--- src/design/vtx_pkg.sv ---
package vtx_pkg;

	// ============================================================
	// data widths
	// ============================================================
	typedef logic [23:0] pixel_t;      // r in 23:16, g in 15:8, b in 7:0
	typedef logic [7:0] byte_t;
	typedef logic [15:0] seg_num_t;
	typedef logic [31:0] count_t;
	typedef logic [1:0] speed_t;

	// link speed codes
	localparam speed_t SPEED_STOP = 2'd0;
	localparam speed_t SPEED_10 = 2'd1;
	localparam speed_t SPEED_100 = 2'd2;
	localparam speed_t SPEED_1000 = 2'd3;

	// ============================================================
	// register access
	// ============================================================
	typedef logic [3:0] axil_addr_t;
	typedef logic [31:0] axil_data_t;

	localparam axil_addr_t REG_CTRL = 4'h0;   // enable, speed
	localparam axil_addr_t REG_IDS = 4'h4;    // txid, aux
	localparam axil_addr_t REG_SENT = 4'h8;   // frames sent
	localparam axil_addr_t REG_DROP = 4'hC;   // pixels dropped

	localparam logic [1:0] AXIL_OKAY = 2'b00;
	localparam logic [1:0] AXIL_SLVERR = 2'b10;

	// ============================================================
	// frame format
	// ============================================================
	localparam int HDR_BYTES = 4;   // txid, aux, seg hi, seg lo

	typedef enum logic [1:0] {
		IDLE,
		HEADER,
		PIXELS
	} build_state_t;

	// index width, never below one bit
	function automatic int addr_w(input int n);
		return (n > 1) ? $clog2(n) : 1;
	endfunction

endpackage

--- src/design/seg_bus_if.sv ---
`timescale 1ns/100ps

interface seg_bus_if #(
	parameter int SEG_PIXELS = 16
);
	import vtx_pkg::*;

	localparam int AW = addr_w(SEG_PIXELS);

	// write side
	logic wr_en;
	logic [AW-1:0] wr_addr;
	pixel_t wr_pixel;
	logic commit;         // with last word, sets full

	// buffer state and read data
	logic full;
	pixel_t rd_pixel;     // one cycle after rd_addr

	// read side
	logic [AW-1:0] rd_addr;
	logic seg_release;    // clears full

	modport writer (output wr_en, wr_addr, wr_pixel, commit, input full);
	modport buffer (
		input wr_en, wr_addr, wr_pixel, commit, rd_addr, seg_release,
		output full, rd_pixel
	);
	modport reader (output rd_addr, seg_release, input full, rd_pixel);

endinterface

--- src/design/segment_buffer.sv ---
`timescale 1ns/100ps

module segment_buffer #(
	parameter int SEG_PIXELS = 16
) (
	input logic clk125MHz,
	input logic reset,
	seg_bus_if.buffer seg
);
	import vtx_pkg::*;

	pixel_t mem [SEG_PIXELS];

	// ============================================================
	// storage
	// ============================================================

	// single write port, lands at the clock edge
	always_ff @(posedge clk125MHz) begin
		if (seg.wr_en)
			mem[seg.wr_addr] <= seg.wr_pixel;
	end

	// registered read, free running on rd_addr
	always_ff @(posedge clk125MHz) begin
		seg.rd_pixel <= mem[seg.rd_addr];
	end

	// ============================================================
	// ownership flag
	// ============================================================
	// high means the segment belongs to the frame builder
	always_ff @(posedge clk125MHz) begin
		if (reset)
			seg.full <= 1'b0;
		else if (seg.commit)
			seg.full <= 1'b1;   // last word written
		else if (seg.seg_release)
			seg.full <= 1'b0;   // frame sent
	end

endmodule

--- src/design/pixel_distributor.sv ---
`timescale 1ns/100ps

module pixel_distributor #(
	parameter int SEG_PIXELS = 16,
	parameter int NUM_SEGS = 4
) (
	input logic clk125MHz,
	input logic reset,
	input vtx_pkg::pixel_t pixel,
	input logic pixel_valid,
	seg_bus_if.writer segs [NUM_SEGS],
	output logic pixel_drop
);
	import vtx_pkg::*;

	localparam int AW = addr_w(SEG_PIXELS);
	localparam int SW = addr_w(NUM_SEGS);

	logic [SW-1:0] wr_idx;      // buffer being filled
	logic [AW-1:0] word_idx;    // next word in that buffer
	logic [NUM_SEGS-1:0] full_vec;
	logic target_full;
	logic accept;
	logic last_word;

	// fan out to every buffer, only the selected one sees the strobes
	for (genvar i = 0; i < NUM_SEGS; i++) begin : g_seg
		assign full_vec[i] = segs[i].full;
		assign segs[i].wr_en = accept && (wr_idx == SW'(i));
		assign segs[i].wr_addr = word_idx;
		assign segs[i].wr_pixel = pixel;
		assign segs[i].commit = accept && last_word && (wr_idx == SW'(i));
	end

	assign target_full = full_vec[wr_idx];
	assign accept = pixel_valid && !target_full;
	assign pixel_drop = pixel_valid && target_full;   // same cycle as the pixel
	assign last_word = (word_idx == AW'(SEG_PIXELS - 1));

	// ============================================================
	// write position
	// ============================================================
	always_ff @(posedge clk125MHz) begin
		if (reset) begin
			wr_idx <= '0;
			word_idx <= '0;
		end else if (accept) begin
			if (last_word) begin
				word_idx <= '0;
				// next buffer in ring order
				if (wr_idx == SW'(NUM_SEGS - 1))
					wr_idx <= '0;
				else
					wr_idx <= wr_idx + 1'b1;
			end else begin
				word_idx <= word_idx + 1'b1;
			end
		end
	end

endmodule

--- src/design/frame_builder.sv ---
`timescale 1ns/100ps

module frame_builder #(
	parameter int SEG_PIXELS = 16,
	parameter int NUM_SEGS = 4
) (
	input logic clk125MHz,
	input logic reset,
	input logic enable,
	input vtx_pkg::speed_t speed,
	input vtx_pkg::byte_t txid,
	input vtx_pkg::byte_t aux,
	seg_bus_if.reader segs [NUM_SEGS],
	output vtx_pkg::byte_t tx_data,
	output logic tx_valid,
	output logic tx_last,
	output logic frame_done
);
	import vtx_pkg::*;

	localparam int AW = addr_w(SEG_PIXELS);
	localparam int SW = addr_w(NUM_SEGS);

	speed_t speed_q;
	logic [6:0] pace_cnt;
	logic [6:0] pace_top;
	logic pace_last;
	logic advance;

	logic [NUM_SEGS-1:0] full_vec;
	pixel_t rd_vec [NUM_SEGS];
	logic [NUM_SEGS-1:0] rel_vec;
	logic [AW-1:0] rd_addr;

	build_state_t state;
	logic [SW-1:0] rd_idx;      // buffer being sent
	logic [1:0] hdr_cnt;
	logic [1:0] rgb_sel;        // 0 red, 1 green, 2 blue
	logic [AW-1:0] pix_cnt;
	seg_num_t segment_num;
	pixel_t pix_q;
	pixel_t cur_pixel;
	logic frame_end;
	logic seg_ready;

	// ============================================================
	// byte pacing
	// ============================================================
	always_comb begin
		case (speed_q)
			SPEED_10: pace_top = 7'd99;
			SPEED_100: pace_top = 7'd9;
			SPEED_1000: pace_top = 7'd0;
			default: pace_top = 7'd0;
		endcase
	end

	assign pace_last = (pace_cnt == pace_top);
	assign advance = (speed_q != SPEED_STOP) && pace_last;

	always_ff @(posedge clk125MHz) begin
		if (reset) begin
			speed_q <= SPEED_STOP;
			pace_cnt <= '0;
		end else begin
			speed_q <= speed;
			if (speed != speed_q || pace_last)   // restart count on a new speed
				pace_cnt <= '0;
			else
				pace_cnt <= pace_cnt + 7'd1;
		end
	end

	// ============================================================
	// segment buffers
	// ============================================================
	for (genvar i = 0; i < NUM_SEGS; i++) begin : g_seg
		assign full_vec[i] = segs[i].full;
		assign rd_vec[i] = segs[i].rd_pixel;
		assign segs[i].rd_addr = rd_addr;
		assign segs[i].seg_release = rel_vec[i];
	end

	assign cur_pixel = rd_vec[rd_idx];
	// a buffer just released still shows full for one cycle
	assign seg_ready = full_vec[rd_idx] && !rel_vec[rd_idx];
	assign frame_end = advance && (state == PIXELS) && (rgb_sel == 2'd2) &&
		(pix_cnt == AW'(SEG_PIXELS - 1));
	assign frame_done = tx_last;

	// ============================================================
	// framing FSM
	// ============================================================
	always_ff @(posedge clk125MHz) begin
		if (reset) begin
			state <= IDLE;
			rd_idx <= '0;
			hdr_cnt <= '0;
			rgb_sel <= '0;
			pix_cnt <= '0;
			rd_addr <= '0;
			segment_num <= '0;
			tx_valid <= 1'b0;
			tx_last <= 1'b0;
			rel_vec <= '0;
		end else begin
			tx_valid <= 1'b0;
			tx_last <= frame_end;
			rel_vec <= '0;
			if (frame_end)
				rel_vec[rd_idx] <= 1'b1;
			if (advance) begin
				case (state)
					IDLE: begin
						if (enable && seg_ready) begin
							tx_valid <= 1'b1;   // txid byte
							hdr_cnt <= 2'd1;
							state <= HEADER;
						end
					end
					HEADER: begin
						tx_valid <= 1'b1;
						hdr_cnt <= hdr_cnt + 2'd1;
						if (hdr_cnt == 2'(HDR_BYTES - 1)) begin
							state <= PIXELS;
							rgb_sel <= 2'd0;
							pix_cnt <= '0;
						end
					end
					PIXELS: begin
						tx_valid <= 1'b1;
						if (rgb_sel == 2'd0)   // prefetch next pixel
							rd_addr <= (pix_cnt == AW'(SEG_PIXELS - 1)) ? '0 : pix_cnt + 1'b1;
						if (rgb_sel == 2'd2) begin
							rgb_sel <= 2'd0;
							if (frame_end) begin
								state <= IDLE;
								segment_num <= segment_num + 1'b1;
								rd_idx <= (rd_idx == SW'(NUM_SEGS - 1)) ? '0 : rd_idx + 1'b1;
							end else begin
								pix_cnt <= pix_cnt + 1'b1;
							end
						end else begin
							rgb_sel <= rgb_sel + 2'd1;
						end
					end
					default: state <= IDLE;
				endcase
			end
		end
	end

	// output byte and held pixel
	always_ff @(posedge clk125MHz) begin
		if (advance) begin
			case (state)
				IDLE: tx_data <= txid;
				HEADER: begin
					case (hdr_cnt)
						2'd1: tx_data <= aux;
						2'd2: tx_data <= segment_num[15:8];
						default: tx_data <= segment_num[7:0];
					endcase
				end
				default: begin
					case (rgb_sel)
						2'd0: begin
							tx_data <= cur_pixel[23:16];
							pix_q <= cur_pixel;   // green and blue come later
						end
						2'd1: tx_data <= pix_q[15:8];
						default: tx_data <= pix_q[7:0];
					endcase
				end
			endcase
		end
	end

endmodule

--- src/design/ctrl_regs.sv ---
`timescale 1ns/100ps

module ctrl_regs (
	input logic clk125MHz,
	input logic reset,
	input vtx_pkg::axil_addr_t s_axil_awaddr,
	input logic s_axil_awvalid,
	output logic s_axil_awready,
	input vtx_pkg::axil_data_t s_axil_wdata,
	input logic s_axil_wvalid,
	output logic s_axil_wready,
	output logic [1:0] s_axil_bresp,
	output logic s_axil_bvalid,
	input logic s_axil_bready,
	input vtx_pkg::axil_addr_t s_axil_araddr,
	input logic s_axil_arvalid,
	output logic s_axil_arready,
	output vtx_pkg::axil_data_t s_axil_rdata,
	output logic [1:0] s_axil_rresp,
	output logic s_axil_rvalid,
	input logic s_axil_rready,
	input logic frame_done,
	input logic pixel_drop,
	output logic enable,
	output vtx_pkg::speed_t speed,
	output vtx_pkg::byte_t txid,
	output vtx_pkg::byte_t aux
);
	import vtx_pkg::*;

	count_t frames_sent;
	count_t pixels_dropped;
	logic wr_go;
	logic wr_hs;
	logic rd_hs;
	axil_data_t rd_word;
	logic rd_err;

	// accept address and data together, one transaction in flight
	assign wr_go = s_axil_awvalid && s_axil_wvalid && !s_axil_awready && !s_axil_bvalid;
	assign wr_hs = s_axil_awvalid && s_axil_awready;
	assign rd_hs = s_axil_arvalid && s_axil_arready;

	// read mux
	always_comb begin
		rd_word = '0;
		rd_err = 1'b0;
		case (s_axil_araddr)
			REG_CTRL: rd_word = {29'd0, speed, enable};
			REG_IDS: rd_word = {16'd0, aux, txid};
			REG_SENT: rd_word = frames_sent;
			REG_DROP: rd_word = pixels_dropped;
			default: rd_err = 1'b1;   // unmapped reads as zero
		endcase
	end

	// ============================================================
	// write channel and control registers
	// ============================================================
	always_ff @(posedge clk125MHz) begin
		if (reset) begin
			s_axil_awready <= 1'b0;
			s_axil_wready <= 1'b0;
			s_axil_bvalid <= 1'b0;
			s_axil_bresp <= AXIL_OKAY;
			enable <= 1'b0;
			speed <= SPEED_STOP;
			txid <= '0;
			aux <= '0;
		end else begin
			s_axil_awready <= wr_go;
			s_axil_wready <= wr_go;
			if (wr_hs) begin
				s_axil_bvalid <= 1'b1;
				s_axil_bresp <= AXIL_OKAY;
				case (s_axil_awaddr)
					REG_CTRL: begin
						enable <= s_axil_wdata[0];
						speed <= s_axil_wdata[2:1];
					end
					REG_IDS: begin
						txid <= s_axil_wdata[7:0];
						aux <= s_axil_wdata[15:8];
					end
					REG_SENT, REG_DROP: ;   // read only, write ignored
					default: s_axil_bresp <= AXIL_SLVERR;
				endcase
			end else if (s_axil_bready) begin
				s_axil_bvalid <= 1'b0;
			end
		end
	end

	// ============================================================
	// read channel
	// ============================================================
	always_ff @(posedge clk125MHz) begin
		if (reset) begin
			s_axil_arready <= 1'b0;
			s_axil_rvalid <= 1'b0;
			s_axil_rresp <= AXIL_OKAY;
		end else begin
			s_axil_arready <= s_axil_arvalid && !s_axil_arready && !s_axil_rvalid;
			if (rd_hs) begin
				s_axil_rvalid <= 1'b1;
				s_axil_rresp <= rd_err ? AXIL_SLVERR : AXIL_OKAY;
			end else if (s_axil_rready) begin
				s_axil_rvalid <= 1'b0;
			end
		end
	end

	always_ff @(posedge clk125MHz) begin
		if (rd_hs)
			s_axil_rdata <= rd_word;
	end

	// status counters, both wrap
	always_ff @(posedge clk125MHz) begin
		if (reset) begin
			frames_sent <= '0;
			pixels_dropped <= '0;
		end else begin
			if (frame_done)
				frames_sent <= frames_sent + 1'b1;
			if (pixel_drop)
				pixels_dropped <= pixels_dropped + 1'b1;
		end
	end

endmodule

--- src/design/video_eth_tx.sv ---
`timescale 1ns/100ps

module video_eth_tx #(
	parameter int SEG_PIXELS = 16,
	parameter int NUM_SEGS = 4
) (
	input logic clk125MHz,
	input logic reset,
	// pixel input
	input vtx_pkg::pixel_t pixel,
	input logic pixel_valid,
	// register access
	input vtx_pkg::axil_addr_t s_axil_awaddr,
	input logic s_axil_awvalid,
	output logic s_axil_awready,
	input vtx_pkg::axil_data_t s_axil_wdata,
	input logic s_axil_wvalid,
	output logic s_axil_wready,
	output logic [1:0] s_axil_bresp,
	output logic s_axil_bvalid,
	input logic s_axil_bready,
	input vtx_pkg::axil_addr_t s_axil_araddr,
	input logic s_axil_arvalid,
	output logic s_axil_arready,
	output vtx_pkg::axil_data_t s_axil_rdata,
	output logic [1:0] s_axil_rresp,
	output logic s_axil_rvalid,
	input logic s_axil_rready,
	// byte stream
	output vtx_pkg::byte_t tx_data,
	output logic tx_valid,
	output logic tx_last
);
	import vtx_pkg::*;

	logic enable;
	speed_t speed;
	byte_t txid;
	byte_t aux;
	logic frame_done;
	logic pixel_drop;

	seg_bus_if #(.SEG_PIXELS(SEG_PIXELS)) segs [NUM_SEGS] ();

	// ============================================================
	// control and status
	// ============================================================
	ctrl_regs ctrl_regs_inst (
		.clk125MHz(clk125MHz),
		.reset(reset),
		.s_axil_awaddr(s_axil_awaddr),
		.s_axil_awvalid(s_axil_awvalid),
		.s_axil_awready(s_axil_awready),
		.s_axil_wdata(s_axil_wdata),
		.s_axil_wvalid(s_axil_wvalid),
		.s_axil_wready(s_axil_wready),
		.s_axil_bresp(s_axil_bresp),
		.s_axil_bvalid(s_axil_bvalid),
		.s_axil_bready(s_axil_bready),
		.s_axil_araddr(s_axil_araddr),
		.s_axil_arvalid(s_axil_arvalid),
		.s_axil_arready(s_axil_arready),
		.s_axil_rdata(s_axil_rdata),
		.s_axil_rresp(s_axil_rresp),
		.s_axil_rvalid(s_axil_rvalid),
		.s_axil_rready(s_axil_rready),
		.frame_done(frame_done),
		.pixel_drop(pixel_drop),
		.enable(enable),
		.speed(speed),
		.txid(txid),
		.aux(aux)
	);

	// ============================================================
	// segment ring
	// ============================================================
	pixel_distributor #(.SEG_PIXELS(SEG_PIXELS), .NUM_SEGS(NUM_SEGS)) pixel_distributor_inst (
		.clk125MHz(clk125MHz),
		.reset(reset),
		.pixel(pixel),
		.pixel_valid(pixel_valid),
		.segs(segs),
		.pixel_drop(pixel_drop)
	);

	for (genvar i = 0; i < NUM_SEGS; i++) begin : g_buf
		segment_buffer #(.SEG_PIXELS(SEG_PIXELS)) segment_buffer_inst (
			.clk125MHz(clk125MHz),
			.reset(reset),
			.seg(segs[i])
		);
	end

	frame_builder #(.SEG_PIXELS(SEG_PIXELS), .NUM_SEGS(NUM_SEGS)) frame_builder_inst (
		.clk125MHz(clk125MHz),
		.reset(reset),
		.enable(enable),
		.speed(speed),
		.txid(txid),
		.aux(aux),
		.segs(segs),
		.tx_data(tx_data),
		.tx_valid(tx_valid),
		.tx_last(tx_last),
		.frame_done(frame_done)
	);

endmodule

--- config.mk ---
export PLATFORM = sky130hd
export DESIGN_NAME = video_eth_tx
export DESIGN_NICKNAME = d
export VERILOG_FILES = /design/src/design/vtx_pkg.sv /design/src/design/seg_bus_if.sv /design/src/design/segment_buffer.sv /design/src/design/pixel_distributor.sv /design/src/design/frame_builder.sv /design/src/design/ctrl_regs.sv /design/src/design/video_eth_tx.sv
export SDC_FILE = /design/constraint.sdc
export NUM_CORES = 2
export LEC_CHECK = 0
export ABC_CLOCK_PERIOD_IN_PS = 9130
export BUFFER_PORTS_ARGS = -buffer_cell sky130_fd_sc_hd__buf_2
export CAP_MARGIN = 20
export CORE_MARGIN = 2
export CORE_UTILIZATION = 55
export DETAILED_ROUTE_END_ITERATION = 10
export PLACE_DENSITY = 0.73
export REMOVE_ABC_BUFFERS = 1
export SYNTH_ARGS = -nofsm -noshare
export SYNTH_HDL_FRONTEND = slang
export SYNTH_SLANG_ARGS = --single-unit
--- constraint.sdc ---
create_clock -name clk125MHz -period 9.13 [get_ports clk125MHz]
set_input_delay 1.826 -clock clk125MHz [delete_from_list [all_inputs] [get_ports clk125MHz]]
set_output_delay 1.826 -clock clk125MHz [all_outputs]
set_load 0.005 [all_outputs]
==> impl_metrics.env <==
export IMPL_ir_drop_mv=0.224
export IMPL_drc=0
export IMPL_gr_total_overflow=0
export IMPL_finalSetupViolCount=0
export IMPL_clock_latency_ns=0.81
export IMPL_die_area_sq_um=129000
export IMPL_netlist_instances=3280
export IMPL_yosysMostFrequentCell="edfxtp_1"
export IMPL_ys_seq_elements=1834
export IMPL_io_buffers=104
export IMPL_antenna_left=0
export IMPL_cts_buffers=172
export IMPL_cap_violations=0
export IMPL_power_internal_mw=13.4
export IMPL_critPathCaptureType="register"
export IMPL_clock_sinks=1834
export IMPL_nets=3574
export IMPL_hold_viol_final=0
export IMPL_grt_pass1_wl_mm=225
export IMPL_drv_slew=0
export IMPL_worstSetupStartpoint="pixel_valid"
export IMPL_regToRegStartpoint="pixel_distributor_inst.wr_idx[0]"
export IMPL_ios=123
export IMPL_cp_max_fo=24
export IMPL_fillCellCount=8264
export IMPL_cts_root_buf="clkbuf_16"
export IMPL_start_kind="input pin"
export IMPL_die_h_um=359
export IMPL_place_gp_congestion=0.874
export IMPL_pwr_share_clk_pct=43.5
export IMPL_power_switching_share_pct=19.6
export IMPL_drt_pass1_iterations=7
export IMPL_dr_first_iter_drc_count=4174
export IMPL_switchingPower_mw=3.26
export IMPL_tightest_slew_ns=1.09
export IMPL_cp_required_ns=9.54
export IMPL_dominantRegCellSynth="edfxtp_1"
export IMPL_p_seq_share_pct=55.0
export IMPL_die_width_um=359
export IMPL_synthArstFlopShare_pct=0
export IMPL_antenna_found_initial=9
export IMPL_avgSynthCellArea_sq_um=21.2
export IMPL_leakage_nw=24.2
export IMPL_cts_setup_buffers=0
export IMPL_synth_area_leader_cell="edfxtp_1"
export IMPL_synth_common_cells="edfxtp_1, mux4_2, dfxtp_1"
export IMPL_viasPerCell=6.24
export IMPL_grt_pass1_vias=33100
export IMPL_clockBufferDepth=3
export IMPL_hpwl_mm=80.1
export IMPL_outcome="complete, no violations"
export IMPL_holdCritStartpoint="ctrl_regs_inst.s_axil_rvalid"
export IMPL_finalInstanceArea_sq_um=78300
export IMPL_fin_tns_setup_ns=0
export IMPL_synth_area_top_cells="edfxtp_1, mux4_2, dfxtp_1"
export IMPL_yosysSeqAreaShare_pct=75.9
export IMPL_timing_fmax_mhz=273
export IMPL_cts_tree="yes"
export IMPL_arrival_ns=4.08
export IMPL_syn_area_sq_um=69400
export IMPL_combPwrFrac_pct=1.5
export IMPL_core_rowCount=130
export IMPL_cts_resized_gates=0
export IMPL_skew_ns=0.0342
export IMPL_ys_types=54
export IMPL_synth_edf_count=1592
export IMPL_hp_class="reg2reg"
export IMPL_cp_slowest_stage_delay_ns=1.07
export IMPL_fin_crit_sh_pct=40.2
export IMPL_place_area_sq_um=72200
export IMPL_coreArea_sq_um=125000
export IMPL_ctsHtreeMaxLevel=4
export IMPL_wl_per_cell_um=29.0
export IMPL_yosysWarnings=0
export IMPL_path_clk_slew_ns=0.06
export IMPL_ctsHoldBuffers=0
export IMPL_grt_start_max_net_pins=144
export IMPL_critPathSlowestCell="nor2_4"
export IMPL_slew_headroom_pct=27.1
export IMPL_track_usage_pct=24.0
export IMPL_via_count=33000
export IMPL_crit_buf_inv=2
export IMPL_drive_gt1_share_pct=29.0
export IMPL_crit_family="simple AND/OR/NAND/NOR gates"
export IMPL_rsz0062_at_grt="no"
export IMPL_initial_core_util_pct=55.3
export IMPL_crit_chain="buf_2 -> nor2b_1 -> buf_4 -> nand2_1 -> nor2_4"
export IMPL_pwr_density_cell_nw_per_um2=212
export IMPL_timing_final_crit_period_ns=3.67
export IMPL_crit_type="in2reg"
export IMPL_yosys_area_top_type_share_pct=68.9
export IMPL_syn2layout_area_growth_pct=12.8
export IMPL_drt_total_wl_mm=153
-- final timing paths --
| path | endpoint | slack [ns] | cells past startpoint |
|---|---|---|---|
| max reg2reg | g_buf[3].segment_buffer_inst.mem[13][11] | 5.47 | 5 |
| max | g_buf[3].segment_buffer_inst.mem[13][11] | 5.46 | 5 |
| min reg2reg | ctrl_regs_inst.s_axil_arready | 0.44 | 1 |
| min | ctrl_regs_inst.s_axil_arready | 0.44 | 1 |
-- layout by cell type, fill, tap and decap left out, types with 15 or more instances in the layout --
master	n
xnor2_1	19
clkbuf_8	22
xor2_1	49
buf_4	67
bufinv_16	15
inv_1	30
nor2_1	131
nand2_1	67
mux2i_1	39
dfxtp_1	237
buf_2	103
a22oi_1	27
edfxtp_1	1592
clkbuf_1	51
a21oi_1	48
buf_12	17
a22o_1	16
nand3_1	30
nor2_4	22
clkinv_2	26
nand4_1	38
or3_1	19
ha_1	27
clkbuf_16	176
o21ai_0	37
mux4_2	509
nor2_2	38
-- worst reg2reg max path, delay by kind of cell, from the launching register on --
| family | cells | cell delay (ns) |
|---|---|---|
| mux | 1 | 0.68 |
| flops | 1 | 0.49 |
| simple gates | 3 | 1.87 |
| buf+inv | 1 | 0.22 |
-- power by group through the flow --
| stage | Clock, mW | Combinational (mW) | Sequential, mW |
|---|---|---|---|
| 3_3_place_gp | 0 | 0.223 | 9.33 |
| 5_1_grt | 7.66 | 0.266 | 9.14 |
| 3_5_place_dp | 0 | 0.233 | 9.33 |
| 6_report | 7.25 | 0.248 | 9.14 |
| 2_1_floorplan | 0 | 0.0567 | 9.32 |
| 4_1_cts | 7.34 | 0.233 | 9.15 |
-- cell families after synthesis --
group / count (synthesis) / share of synthesized area [%]
buffers and inverters: 199 / 1.11
xor gates and xnor gates: 68 / 0.858
other: 1 / 0.00540
adders and majority gates: 27 / 0.487
muxes: 561 / 17.3
and+or+nand+nor: 443 / 3.08
DFF: 1834 / 75.9
AOI/OAI and AO/OA: 147 / 1.32
-- layout make-up --
type,instances,area [sq um],share of cell area [%]
diodes,3,7.51,0.00959
repair buffers,189,1410,1.81
well taps,1650,2060,2.64
clock inverters,77,885,1.13
inverters,30,113,0.144
multi-input cells,1248,16300,20.8
clock buffers,249,4900,6.26
flip-flops and latches,1834,52700,67.3
-- through the flow --
| step | hold slack, ns | power (mW) | worst slack (ns) | util [%] | cells |
|---|---|---|---|---|---|
| 2_1_floorplan | 0.436 | 9.38 | -7.78 | - | 3112 |
| 3_3_place_gp | 0.426 | 9.55 | 4.68 | 57.6 | 4937 |
| 3_5_place_dp | 0.433 | 9.56 | 4.66 | 57.6 | 4937 |
| 4_1_cts | 0.441 | 16.7 | 5.47 | 62.2 | 5263 |
| 5_1_grt | 0.459 | 17.1 | 5.30 | 62.4 | 5277 |
| 6_report | 0.438 | 16.6 | 5.46 | 62.4 | 5280 |
-- sequential cells by signal, indices dropped and copies added (netlist names), 4 cells and up --
name                                    count
frame_builder_inst.segs.rd_addr             4
g_buf.segment_buffer_inst.seg.rd_pixel     96
frame_builder_inst.pix_q                   16
frame_builder_inst.rel_vec                  4
ctrl_regs_inst.aux                          8
ctrl_regs_inst.txid                         8
g_buf.segment_buffer_inst.seg.full          4
ctrl_regs_inst.pixels_dropped              32
ctrl_regs_inst.frames_sent                 32
frame_builder_inst.tx_data                  8
frame_builder_inst.pace_cnt                 7
frame_builder_inst.pix_cnt                  4
ctrl_regs_inst.s_axil_rdata                32
g_buf.segment_buffer_inst.mem            1536
pixel_distributor_inst.segs.wr_addr         4
frame_builder_inst.segment_num             16
-- metal layers --
metal / part of all wire [%] / GRT usage [%]
met1: 40 / 34.4
met2: 49 / 38.3
met3: 9.0 / 4.39
met4: 2.5 / 7.21
met5: 0.057 / 0
No activity file was read; power rests on OpenSTA's default activity.
